<file path="src/common/icache_fetch_pkg.sv">
// Widths, queue depths and sequencer state codes for the instruction fetch front end
// The widths are fixed and shared by the RTL and the testbench

package icache_fetch_pkg;

    ////////////////////////////////////////
    // Bus widths
    ////////////////////////////////////////

    // Instruction address width, both to the cache and to memory
    localparam int unsigned ADDR_W = 32;
    // Read ID width, also the reboot detection width
    localparam int unsigned ID_W = 8;
    // Instruction width, fixed whatever the core architecture
    localparam int unsigned ILEN = 32;

    ////////////////////////////////////////
    // Queue depths
    ////////////////////////////////////////

    // Outstanding requests from the core controller
    localparam int unsigned REQ_DEPTH = 4;
    // Missed entries waiting for a refill
    localparam int unsigned MISS_DEPTH = 8;

    ////////////////////////////////////////
    // Sequencer states
    ////////////////////////////////////////

    localparam int unsigned SEQ_W = 2;
    // Waiting for work
    localparam logic [SEQ_W-1:0] SEQ_IDLE = 2'd0;
    // Reading request queue entries
    localparam logic [SEQ_W-1:0] SEQ_SERVE = 2'd1;
    // Memory read issued, waiting for the line write
    localparam logic [SEQ_W-1:0] SEQ_LOAD = 2'd2;
    // Re-reading missed entries after a refill
    localparam logic [SEQ_W-1:0] SEQ_MISSED = 2'd3;

endpackage

</file>
<file path="src/common/fetch_queue_if.sv">
// One queue's push, head, status, pull and clear signals
// Widths come from the shared package, no parameters

interface fetch_queue_if import icache_fetch_pkg::*; ();

    // Push side
    logic              push;
    logic [ADDR_W-1:0] push_addr;
    logic [ID_W-1:0]   push_id;
    logic              full;

    // Head of the queue, valid while empty is low
    logic [ADDR_W-1:0] head_addr;
    logic [ID_W-1:0]   head_id;
    logic              empty;

    // Pull removes the head, clear drops everything
    logic              pull;
    logic              clear;

    // The queue itself
    modport queue (
        input  push, push_addr, push_id, pull, clear,
        output full, head_addr, head_id, empty
    );

    // Consumer only, push comes from elsewhere
    modport drain (
        input  head_addr, head_id, empty, full,
        output pull, clear
    );

    // Consumer that also refills the queue
    modport fill_drain (
        input  head_addr, head_id, empty, full,
        output push, push_addr, push_id, pull, clear
    );

endinterface

</file>
<file path="src/fetcher/fetch_queue.sv">
// Circular queue of address and ID entries with a one-cycle clear
// Head is shown combinationally; push while full and pull while empty are ignored

module fetch_queue import icache_fetch_pkg::*; #(
    parameter int unsigned depth = 4
) (
    input logic          aclk,
    input logic          aresetn,
    fetch_queue_if.queue q
);

    // Pointer and fill count widths, depth need not be a power of two
    localparam int unsigned PTR_W = (depth > 1) ? $clog2(depth) : 1;
    localparam int unsigned CNT_W = $clog2(depth + 1);
    localparam logic [PTR_W-1:0] LAST_PTR = PTR_W'(depth - 1);
    localparam logic [CNT_W-1:0] FULL_CNT = CNT_W'(depth);

    ////////////////////////////////////////
    // Storage and pointers
    ////////////////////////////////////////

    logic [ADDR_W-1:0] addr_mem [depth];
    logic [ID_W-1:0]   id_mem [depth];

    logic [PTR_W-1:0]  wr_ptr;
    logic [PTR_W-1:0]  rd_ptr;
    logic [CNT_W-1:0]  count;

    // Accepted operations, clear overrides both
    logic push_ok;
    logic pull_ok;

    assign push_ok = q.push & ~q.full & ~q.clear;
    assign pull_ok = q.pull & ~q.empty & ~q.clear;

    // Status from the fill count
    assign q.full  = (count == FULL_CNT);
    assign q.empty = (count == '0);

    // Head entry, no output register
    assign q.head_addr = addr_mem[rd_ptr];
    assign q.head_id   = id_mem[rd_ptr];

    ////////////////////////////////////////
    // Control state
    ////////////////////////////////////////

    always_ff @(posedge aclk or negedge aresetn) begin
        if (!aresetn) begin
            wr_ptr <= '0;
            rd_ptr <= '0;
            count  <= '0;
        end else if (q.clear) begin
            // Jump in the fetch stream, drop every entry at once
            wr_ptr <= '0;
            rd_ptr <= '0;
            count  <= '0;
        end else begin
            if (push_ok) begin
                wr_ptr <= (wr_ptr == LAST_PTR) ? '0 : wr_ptr + 1'b1;
            end
            if (pull_ok) begin
                rd_ptr <= (rd_ptr == LAST_PTR) ? '0 : rd_ptr + 1'b1;
            end
            // Simultaneous push and pull keep the count
            if (push_ok && !pull_ok) begin
                count <= count + 1'b1;
            end else if (pull_ok && !push_ok) begin
                count <= count - 1'b1;
            end
        end
    end

    ////////////////////////////////////////
    // Entry storage
    ////////////////////////////////////////

    always_ff @(posedge aclk) begin
        if (push_ok) begin
            addr_mem[wr_ptr] <= q.push_addr;
            id_mem[wr_ptr]   <= q.push_id;
        end
    end

endmodule

</file>
<file path="src/fetcher/fetch_sequencer.sv">
// Drives cache reads, memory refills and responses from the two queue heads
// Only one miss is served at a time; an ID change clears both queues in the same cycle

module fetch_sequencer import icache_fetch_pkg::*; (
    input  logic                aclk,
    input  logic                aresetn,
    // Request and miss queues
    fetch_queue_if.drain        req,
    fetch_queue_if.fill_drain   miss,
    // Core controller request side
    input  logic [ID_W-1:0]     ctrl_arid,
    output logic                ctrl_arready,
    // Core controller response side
    output logic                ctrl_rvalid,
    input  logic                ctrl_rready,
    output logic [ID_W-1:0]     ctrl_rid,
    output logic [ILEN-1:0]     ctrl_rdata,
    // Memory controller read request
    output logic                memctrl_arvalid,
    input  logic                memctrl_arready,
    output logic [ADDR_W-1:0]   memctrl_araddr,
    output logic [ID_W-1:0]     memctrl_arid,
    // Cache line read port
    input  logic                cache_writing,
    output logic                cache_ren,
    output logic [ADDR_W-1:0]   cache_raddr,
    input  logic [ILEN-1:0]     cache_rdata,
    input  logic                cache_hit,
    input  logic                cache_miss
);

    logic [SEQ_W-1:0]  state;

    // Reboot detection
    logic [ID_W-1:0]   prev_id;
    logic              reboot;

    // Cache read selection
    logic              sel_miss;
    logic [ID_W-1:0]   sel_id;
    logic              rd_ok;
    logic [ADDR_W-1:0] rd_addr;
    logic [ID_W-1:0]   rd_id;

    // Miss handling
    logic              miss_start;

    // Response hold under back-pressure
    logic              rvalid_r;
    logic [ILEN-1:0]   rdata_hold;

    ////////////////////////////////////////
    // Reboot on ID change
    ////////////////////////////////////////

    always_ff @(posedge aclk or negedge aresetn) begin
        if (!aresetn) begin
            prev_id <= '0;
        end else begin
            prev_id <= ctrl_arid;
        end
    end

    // A new ID means the core jumped, queued work is stale
    assign reboot = (ctrl_arid != prev_id);

    assign req.clear  = reboot;
    assign miss.clear = reboot;

    // Accept only out of reset, with room and no jump in progress
    assign ctrl_arready = aresetn & ~req.full & ~reboot;

    ////////////////////////////////////////
    // Cache read path
    ////////////////////////////////////////

    // Missed entries go before newer requests
    assign sel_miss    = ~miss.empty;
    assign cache_raddr = sel_miss ? miss.head_addr : req.head_addr;
    assign sel_id      = sel_miss ? miss.head_id : req.head_id;

    // No read while stalled, on a jump, or while a miss is coming back;
    // a read behind a miss would overtake it
    assign rd_ok = ctrl_rready & ~reboot & ~cache_miss & ~miss.full;

    assign cache_ren = (state != SEQ_LOAD) & (~miss.empty | ~req.empty) & rd_ok;

    // Pull the queue whose head was read
    assign req.pull  = cache_ren & ~sel_miss;
    assign miss.pull = cache_ren & sel_miss;

    // Address and ID of the read in flight, for the miss push and the response
    always_ff @(posedge aclk) begin
        if (cache_ren) begin
            rd_addr <= cache_raddr;
            rd_id   <= sel_id;
        end
    end

    // Missed entry goes back to the miss queue, clear wins on a jump
    assign miss.push      = cache_miss;
    assign miss.push_addr = rd_addr;
    assign miss.push_id   = rd_id;

    ////////////////////////////////////////
    // Control FSM
    ////////////////////////////////////////

    // A miss is only seen outside LOAD, reads stop there
    assign miss_start = (state != SEQ_LOAD) & ~reboot & cache_miss;

    always_ff @(posedge aclk or negedge aresetn) begin
        if (!aresetn) begin
            state           <= SEQ_IDLE;
            memctrl_arvalid <= 1'b0;
        end else begin
            case (state)
                SEQ_LOAD: begin
                    // Request held until memory takes it
                    if (memctrl_arvalid && memctrl_arready) begin
                        memctrl_arvalid <= 1'b0;
                    end
                    // Line written, re-read the missed entries
                    // A reboot here already cleared them, MISSED then moves on
                    if (cache_writing) begin
                        state <= SEQ_MISSED;
                    end
                end
                default: begin
                    if (reboot) begin
                        state <= SEQ_IDLE;
                    end else if (miss_start) begin
                        memctrl_arvalid <= 1'b1;
                        state           <= SEQ_LOAD;
                    end else if (!miss.empty) begin
                        state <= SEQ_MISSED;
                    end else if (!req.empty) begin
                        state <= SEQ_SERVE;
                    end else begin
                        state <= SEQ_IDLE;
                    end
                end
            endcase
        end
    end

    // Memory request payload, stable while memctrl_arvalid is high
    always_ff @(posedge aclk) begin
        if (miss_start) begin
            memctrl_araddr <= rd_addr;
            memctrl_arid   <= rd_id;
        end
    end

    ////////////////////////////////////////
    // Response path
    ////////////////////////////////////////

    // Hit not taken gets one extra cycle, no more
    always_ff @(posedge aclk or negedge aresetn) begin
        if (!aresetn) begin
            rvalid_r <= 1'b0;
        end else begin
            rvalid_r <= cache_hit & ~reboot & ~ctrl_rready;
        end
    end

    // Cache data is only valid in the hit cycle
    always_ff @(posedge aclk) begin
        if (cache_hit) begin
            rdata_hold <= cache_rdata;
        end
    end

    // Old-ID data is dropped on a jump
    assign ctrl_rvalid = (cache_hit | rvalid_r) & ~reboot;
    assign ctrl_rdata  = rvalid_r ? rdata_hold : cache_rdata;
    // rd_id cannot move in the held cycle, reads stop while ctrl_rready is low
    assign ctrl_rid    = rd_id;

endmodule

</file>
<file path="src/verilog/icache_fetcher.sv">
// Instruction cache fetch front end with plain ports
// Cache answers hit or miss one cycle after cache_ren; cache_writing is a one-cycle pulse

module icache_fetcher import icache_fetch_pkg::*; (
    input  logic              aclk,
    input  logic              aresetn,
    // Core controller read request
    input  logic              ctrl_arvalid,
    output logic              ctrl_arready,
    input  logic [ADDR_W-1:0] ctrl_araddr,
    input  logic [ID_W-1:0]   ctrl_arid,
    // Core controller read response
    output logic              ctrl_rvalid,
    input  logic              ctrl_rready,
    output logic [ID_W-1:0]   ctrl_rid,
    output logic [ILEN-1:0]   ctrl_rdata,
    // Memory controller read request
    output logic              memctrl_arvalid,
    input  logic              memctrl_arready,
    output logic [ADDR_W-1:0] memctrl_araddr,
    output logic [ID_W-1:0]   memctrl_arid,
    // Cache line read port
    input  logic              cache_writing,
    output logic              cache_ren,
    output logic [ADDR_W-1:0] cache_raddr,
    input  logic [ILEN-1:0]   cache_rdata,
    input  logic              cache_hit,
    input  logic              cache_miss
);

    fetch_queue_if req_if ();
    fetch_queue_if miss_if ();

    ////////////////////////////////////////
    // Request queue
    ////////////////////////////////////////

    // Push follows arvalid, the queue drops it when full and clear wins on a jump
    assign req_if.push      = ctrl_arvalid;
    assign req_if.push_addr = ctrl_araddr;
    assign req_if.push_id   = ctrl_arid;

    fetch_queue #(
        .depth (REQ_DEPTH)
    ) u_req_queue (
        .aclk    (aclk),
        .aresetn (aresetn),
        .q       (req_if.queue)
    );

    // Missed entries waiting for a refill
    fetch_queue #(
        .depth (MISS_DEPTH)
    ) u_miss_queue (
        .aclk    (aclk),
        .aresetn (aresetn),
        .q       (miss_if.queue)
    );

    ////////////////////////////////////////
    // Sequencer
    ////////////////////////////////////////

    fetch_sequencer u_sequencer (
        .aclk            (aclk),
        .aresetn         (aresetn),
        .req             (req_if.drain),
        .miss            (miss_if.fill_drain),
        .ctrl_arid       (ctrl_arid),
        .ctrl_arready    (ctrl_arready),
        .ctrl_rvalid     (ctrl_rvalid),
        .ctrl_rready     (ctrl_rready),
        .ctrl_rid        (ctrl_rid),
        .ctrl_rdata      (ctrl_rdata),
        .memctrl_arvalid (memctrl_arvalid),
        .memctrl_arready (memctrl_arready),
        .memctrl_araddr  (memctrl_araddr),
        .memctrl_arid    (memctrl_arid),
        .cache_writing   (cache_writing),
        .cache_ren       (cache_ren),
        .cache_raddr     (cache_raddr),
        .cache_rdata     (cache_rdata),
        .cache_hit       (cache_hit),
        .cache_miss      (cache_miss)
    );

endmodule

</file>
<file path="config.mk">
export PLATFORM = sky130hd
export DESIGN_NAME = icache_fetcher
export DESIGN_NICKNAME = d
export VERILOG_FILES = /design/src/common/icache_fetch_pkg.sv /design/src/common/fetch_queue_if.sv /design/src/fetcher/fetch_queue.sv /design/src/fetcher/fetch_sequencer.sv /design/src/verilog/icache_fetcher.sv
export SDC_FILE = /design/constraint.sdc
export NUM_CORES = 1
export LEC_CHECK = 0
export BUFFER_PORTS_ARGS = -buffer_cell sky130_fd_sc_hd__buf_2
export CAP_MARGIN = 10
export CORE_MARGIN = 2
export CORE_UTILIZATION = 47
export CTS_BUF_LIST = sky130_fd_sc_hd__clkbuf_8
export DETAILED_ROUTE_END_ITERATION = 8
export PLACE_DENSITY = 0.65
export SLEW_MARGIN = 20
export SYNTH_ARGS = -nofsm -noshare
export SYNTH_HDL_FRONTEND = slang
export SYNTH_HIERARCHICAL = 1
export SYNTH_SLANG_ARGS = --single-unit
</file>
<file path="constraint.sdc">
create_clock -name aclk -period 13.4 [get_ports aclk]
set_input_delay 0.67 -clock aclk [delete_from_list [all_inputs] [get_ports aclk]]
set_output_delay 0.67 -clock aclk [all_outputs]
set_load 0.01 [all_outputs]
</file>
-- After elaboration in Yosys (flattened, before gate mapping)
Memory sizes are Yosys's and may differ from the RTL's.
Index checks and enable logic that the tools add are counted.
- input port bits: 80
- RAM bits: 480
- flip-flop bits (word level): 141
- memories: 4
- output and inout port bits: 116
- word-level logic and storage cells: 124
- reductions and logical operators: 19
- eq/ne operators: 12
- muxes and demuxes: 35
- add/sub/neg operators: 8
- bitwise gates (word level): 31
- memories (name ; depth ; width ; read ports ; clocked after Yosys merged registers in ; wr ports ; RTL line ; text):
    u_miss_queue.addr_mem ; 8 ; 32 ; 1 ; 0 ; 1 ; fetch_queue.sv:22 ; logic [ADDR_W-1:0] addr_mem [depth];
    u_req_queue.addr_mem ; 4 ; 32 ; 1 ; 0 ; 1 ; fetch_queue.sv:22 ;
    u_miss_queue.id_mem ; 8 ; 8 ; 1 ; 0 ; 1 ; fetch_queue.sv:23 ; logic [ID_W-1:0] id_mem [depth];
    u_req_queue.id_mem ; 4 ; 8 ; 1 ; 0 ; 1 ; fetch_queue.sv:23 ;
- operator list (operator ; number):
    $mux 32 ; 2
    $mux 3 ; 9
    $and 1x1->1 ; 22
    $mux 2 ; 11
    $mux 4 ; 3
    $reduce_bool 2->1 ; 5
    $add 3x1->3 const B ; 3
    $eq 3x3->1 const B ; 3
    $mux 1 ; 9
    $mux 8 ; 1
    $ne 8x8->1 ; 1
    $not 1->1 ; 7
    $eq 2x2->1 const B ; 3
    $ne 2x2->1 const B ; 3
    $reduce_bool 3->1 ; 2
    $logic_and 1x1->1 ; 5
    $add 2x1->2 const B ; 2
    $add 4x1->4 const B ; 1
    $eq 4x4->1 const B ; 1
    $logic_not 1->1 ; 4
    $logic_not 4->1 ; 1
    $sub 4x1->4 const B ; 1
    $logic_not 3->1 ; 1
    $reduce_and 3->1 ; 1
    other kinds (3) ; 4

-- Depth between registers and ports, before layout
- depth after elaboration: 13
- depth in mapped cells: 14
- gate-level depth less buffers: 11

-- Modules after synthesis
Netlist, hierarchy kept.
- modules (own cells, without submodules) (module ; area each (um2) ; sequential area each (um2) ; cells each ; instances):
    fetch_queue at u_miss_queue ; 12908.6 ; 9859.5 ; 542 ; 1
    fetch_queue at u_req_queue ; 6342.3 ; 4979.8 ; 273 ; 1
    fetch_sequencer ; 4865.9 ; 3663.5 ; 252 ; 1

-- Least setup slack after synthesis
Ideal clock, no wire load.
- path kind: input to register
- start point: in ctrl_arid[6]
- end point: mem u_miss_queue.addr_mem[0][0], enable pin
- path buffers: 1
- cell stages on the path: 7
- setup slack: 8.407 ns
- setup time: 0.487 ns
- arrival time: 4.506 ns
- required time: 12.913 ns
- path through: xnor2_1 nand4_1 buf_6 or2_1 nor3_1 nand2b_1 nor3_1
- cells in the longest elaborated chain, start to end: 5
- RTL lines (item ; RTL line ; text):
    start: declaration ; icache_fetcher.sv:11 ; input logic [ID_W-1:0] ctrl_arid,
    $ne 8x8->1 ; fetch_sequencer.sv:65 ; assign reboot = (ctrl_arid != prev_id);
    net miss_if.clear ; fetch_queue_if.sv:19 ; logic clear;
    $not 1->1 ; fetch_queue.sv:33 ; assign push_ok = q.push & ~q.full & ~q.clear;
    $and 1x1->1 ; fetch_queue.sv:33 ;
    $mux 1 ; fetch_queue.sv:79 ; if (push_ok) begin
    $mux 1 (implied by the code) ; fetch_queue.sv:80 ; addr_mem[wr_ptr] <= q.push_addr;
    end: declaration ; fetch_queue.sv:22 ;
The timed path passes the listed nets, and every way through them passes these cells.

-- Final worst setup path
- start point: reg u_miss_queue.rd_ptr[0]
- end point: out cache_raddr[14]
- cells in the longest elaborated chain, start to end: 2
- RTL lines (item ; RTL line ; text):
    start: declaration ; fetch_queue.sv:26 ; logic [PTR_W-1:0] rd_ptr;
    start signal: assignment ; fetch_queue.sv:63 ; rd_ptr <= (rd_ptr == LAST_PTR) ? '0 : rd_ptr + 1'b1;
    $mem_v2 8x32 ; - ;
    net miss_if.head_addr[14] ; fetch_queue_if.sv:13 ; logic [ADDR_W-1:0] head_addr;
    $mux 32 ; fetch_sequencer.sv:79 ; assign cache_raddr = sel_miss ? miss.head_addr : req.head_addr;
    end: declaration ; icache_fetcher.sv:25 ; output logic [ADDR_W-1:0] cache_raddr,
The timed path passes the listed nets, and every way through them passes these cells.

==> metrics.txt <==
status=completed; Clk pwr share=about two fifths; first-pass GRT wire length=between 70 and 80 mm; Yosys warnings=6; via total after detailed routing=roughly 11000; Wirelength per Cell=roughly 23 microns; share of cells above drive strength 1=around two fifths; area share of the largest cell type after synthesis=73.71%; CTS tree=done; reg2reg end=u_miss_queue/id_mem[7][4]$_DFFE_PP_; min Tclk post-route=4.485 ns; Final Max Tran Viols=0; GRT Residual Overflow=0; residual DRC count=0; Clock Latency Late Sink=about 0.67 ns; initial core utilization=a little under half; async set or reset register ratio after synthesis=4.670%; Distinct cells, synth=51; clk buf depth=3; GRT Total Usage=~18%; Most Frequent Cell on Critical Path=mux2_2; count leader, synth=edfxtp_1; crit path max fanout=47; startpoint types=register; critical path depth=5; H-tree levels=3; Int Pwr=2.934 mW; top post-synthesis cells by area=edfxtp_1, mux4_2, mux2_2; Seq cells post-synth=between 600 and 700; maxcap violations=0; Core ar.=50990 sq um; CTS root buf=clkbuf_8; Port Buffers=around 200; cts hold-fix bufs=0; Setup Crit Path Kind=register to output pin; DR pass1 iterations=5; crit-path leading delay family=multiplexers; Post-synth EDFFs=about 600; Max VDD drop=roughly 0.074 mV; simple logic cell fraction of the synthesized area=under 10%; P&R area growth vs syn=14.85%; final setup skew=slightly above 0.03 ns; area share of fa/ha/maj cells after synthesis=0.7367%; vias in the first global route=between 10000 and 15000; FF-to-FF setup slack=approximately 9.4 ns; Reg clk slew, reported paths=roughly 0.060 ns; RSZ-0062 raised after global routing=no; Rows=83; # clock sinks=around 620; setup bufs post-CTS=0; synthesized instance count=about 1100; Comb power frac=1.5%; PD cells=132.9 nW/um^2; Slowest-stage cell, CP=dfrtp_4; Routability Congestion=roughly 0.72; die width=roughly 230 microns; Max-slew headroom=between 30% and 40%; Final ANT Viol Nets=0; dominant synthesized flop cell=edfxtp_1; Setup Viol. Count Final=0; period utilisation layout=about a third; data arrival time of the critical path=~3.8 ns; xor/xnor share of the synthesized area=0.4721%; Largest stage delay, worst path=0.87 ns; cell area after synthesis=between 20000 and 25000 sq um; DIE AREA=between 50000 and 60000 sq um; Sw Pwr=0.7481 mW; mux cell area share after synthesis=between 10% and 20%; sequential power share=57.6%; Syn Nets=around 1200; Final #Nets=1420; Total Power=between 3 and 4 mW; total CTS buffers=98; reg2reg start=u_sequencer/prev_id[5]$_DFF_PN0_; top post-synthesis cells by count=edfxtp_1, mux2_2, mux4_2; largest family of logic cells by synthesized area=multiplexers; worst path required time=12.73 ns; Max Fclk=~220 MHz; Yosys top cell by area=edfxtp_1; synthesized area per cell=22.60 sq um; Buf+Inv Stages, Crit Path=2; CP Cell Sequence=buf_4 -> mux4_1 -> mux2_2 -> mux2_2 -> buf_2; Crit. End Element=output pin; DRT iter0 DRCs=around 730; Via density=around 5.4; leakage=between 9 and 10 nW; switch share=20.32%; # IOs=196; Worst-Margin Slew=1.019 ns; Final Hold Viols=0; reg2reg path depth=7; Post-DP HPWL=roughly 28 mm; hold crit path type=input pin to asynchronous set/reset pin; sequential share of the synthesized area=76.72%; Resize count post-CTS=0; largest net degree at the start of global routing=63; initial antenna violation count=3; post-route setup TNS=0 ns; crit path from=u_miss_queue/rd_ptr[0]$_DFFE_PN0P_; Die Ht=230.5 microns; Synth Area in Compound Gates=less than 1%; DRT Wirelength=47.33 mm
## power groups by stage
stage,logic [mW],clock network (mW),registers [mW]
after detailed placement,0.0539,0,2.16
after CTS,0.0541,1.56,2.12
after global placement,0.0523,0,2.16
final,0.0535,1.51,2.12
after floorplan,0.0222,0,2.16
after global routing,0.0592,1.64,2.12
## cell families after synthesis
| group | count (synthesis) |
|---|---|
| xor gates and xnor gates | 13 |
| AOI/OAI and AO/OA | 29 |
| DFF | 621 |
| muxes | 243 |
| and+or+nand+nor | 75 |
| buffers and inverters | 73 |
| adders and majority gates | 13 |
## routing by layer
metal | wire (microns) | global-route usage [%]
met4 | 907 | 6.008
met1 | 20200 | 24.47
met2 | 23020 | 28.87
met5 | 11 | 0
met3 | 3193 | 4.706
## stage by stage
step	cell area, sq um	setup WS, ns	util, %	cells	hold WS [ns]
5_1_grt	27690	8.689	54.31	2085	0.08757
2_1_floorplan	24120	8.407	-	1067	0.3744
3_3_place_gp	25820	8.987	50.64	1907	0.5342
3_5_place_dp	25820	8.898	50.64	1907	0.5248
6_report	27700	8.915	54.32	2087	0.07331
4_1_cts	27690	8.789	54.31	2084	0.03705
## worst register-to-register path: cells and delay by family (launching register included)
| kind | cells | cell delay (ns) |
|---|---|---|
| buffers and inverters | 1 | 0.45 |
| AND/OR/NAND/NOR | 5 | 2.62 |
| XOR/XNOR | 1 | 0.18 |
| flip-flops | 1 | 0.37 |
## registers in the layout, indices dropped and copies added, names as in the netlist, 32 cells and up
name / count
u_miss_queue/addr_mem: 256
u_req_queue/addr_mem: 128
u_miss_queue/id_mem: 64
u_req_queue/id_mem: 32
u_sequencer/memctrl_araddr: 32
u_sequencer/miss.push_addr: 32
u_sequencer/rdata_hold: 32
## worst max-delay path by stage
stage,to,slack [ns]
2_1_floorplan,u_miss_queue/addr_mem[0][0]$_DFFE_PP_,8.41
3_3_place_gp,u_miss_queue/addr_mem[7][2]$_DFFE_PP_,8.99
3_5_place_dp,u_miss_queue/addr_mem[7][2]$_DFFE_PP_,8.90
4_1_cts,cache_raddr[31],8.79
5_1_grt,cache_raddr[14],8.69
6_report,cache_raddr[14],8.92
## layout make-up
| type | count | area (sq um) |
|---|---|---|
| Multi-Input combinational cell | 373 | 5244 |
| Sequential cell | 621 | 18520 |
| Clock inverter | 70 | 394.1 |
| Inverter | 13 | 48.80 |
| Fill cell | 3887 | 23290 |
| Tap cell | 680 | 850.8 |
| Clock buffer | 107 | 1473 |
| Timing Repair Buffer | 220 | 1164 |
| Antenna cell | 3 | 7.507 |
## cell usage in the layout, fill, tap and decap left out, drive strengths merged, types with 3 or more instances in the layout
cell type,Yosys,final
bufinv,0,3
o31ai,3,3
nor2b,3,3
nor2,23,23
a21oi,5,5
nor4,6,6
mux2i,11,11
clkinv,0,40
buf,45,220
mux2,112,112
and2,6,6
clkbuf,15,107
mux4,120,120
a211oi,3,3
ha,11,11
xnor2,13,13
nand2b,7,7
diode,0,3
o21ai,4,4
nor3,10,10
inv,13,39
edfxtp,592,592
dfrtp,29,29
nand2,10,10
Note: power is estimated with default switching activity, not from simulation.
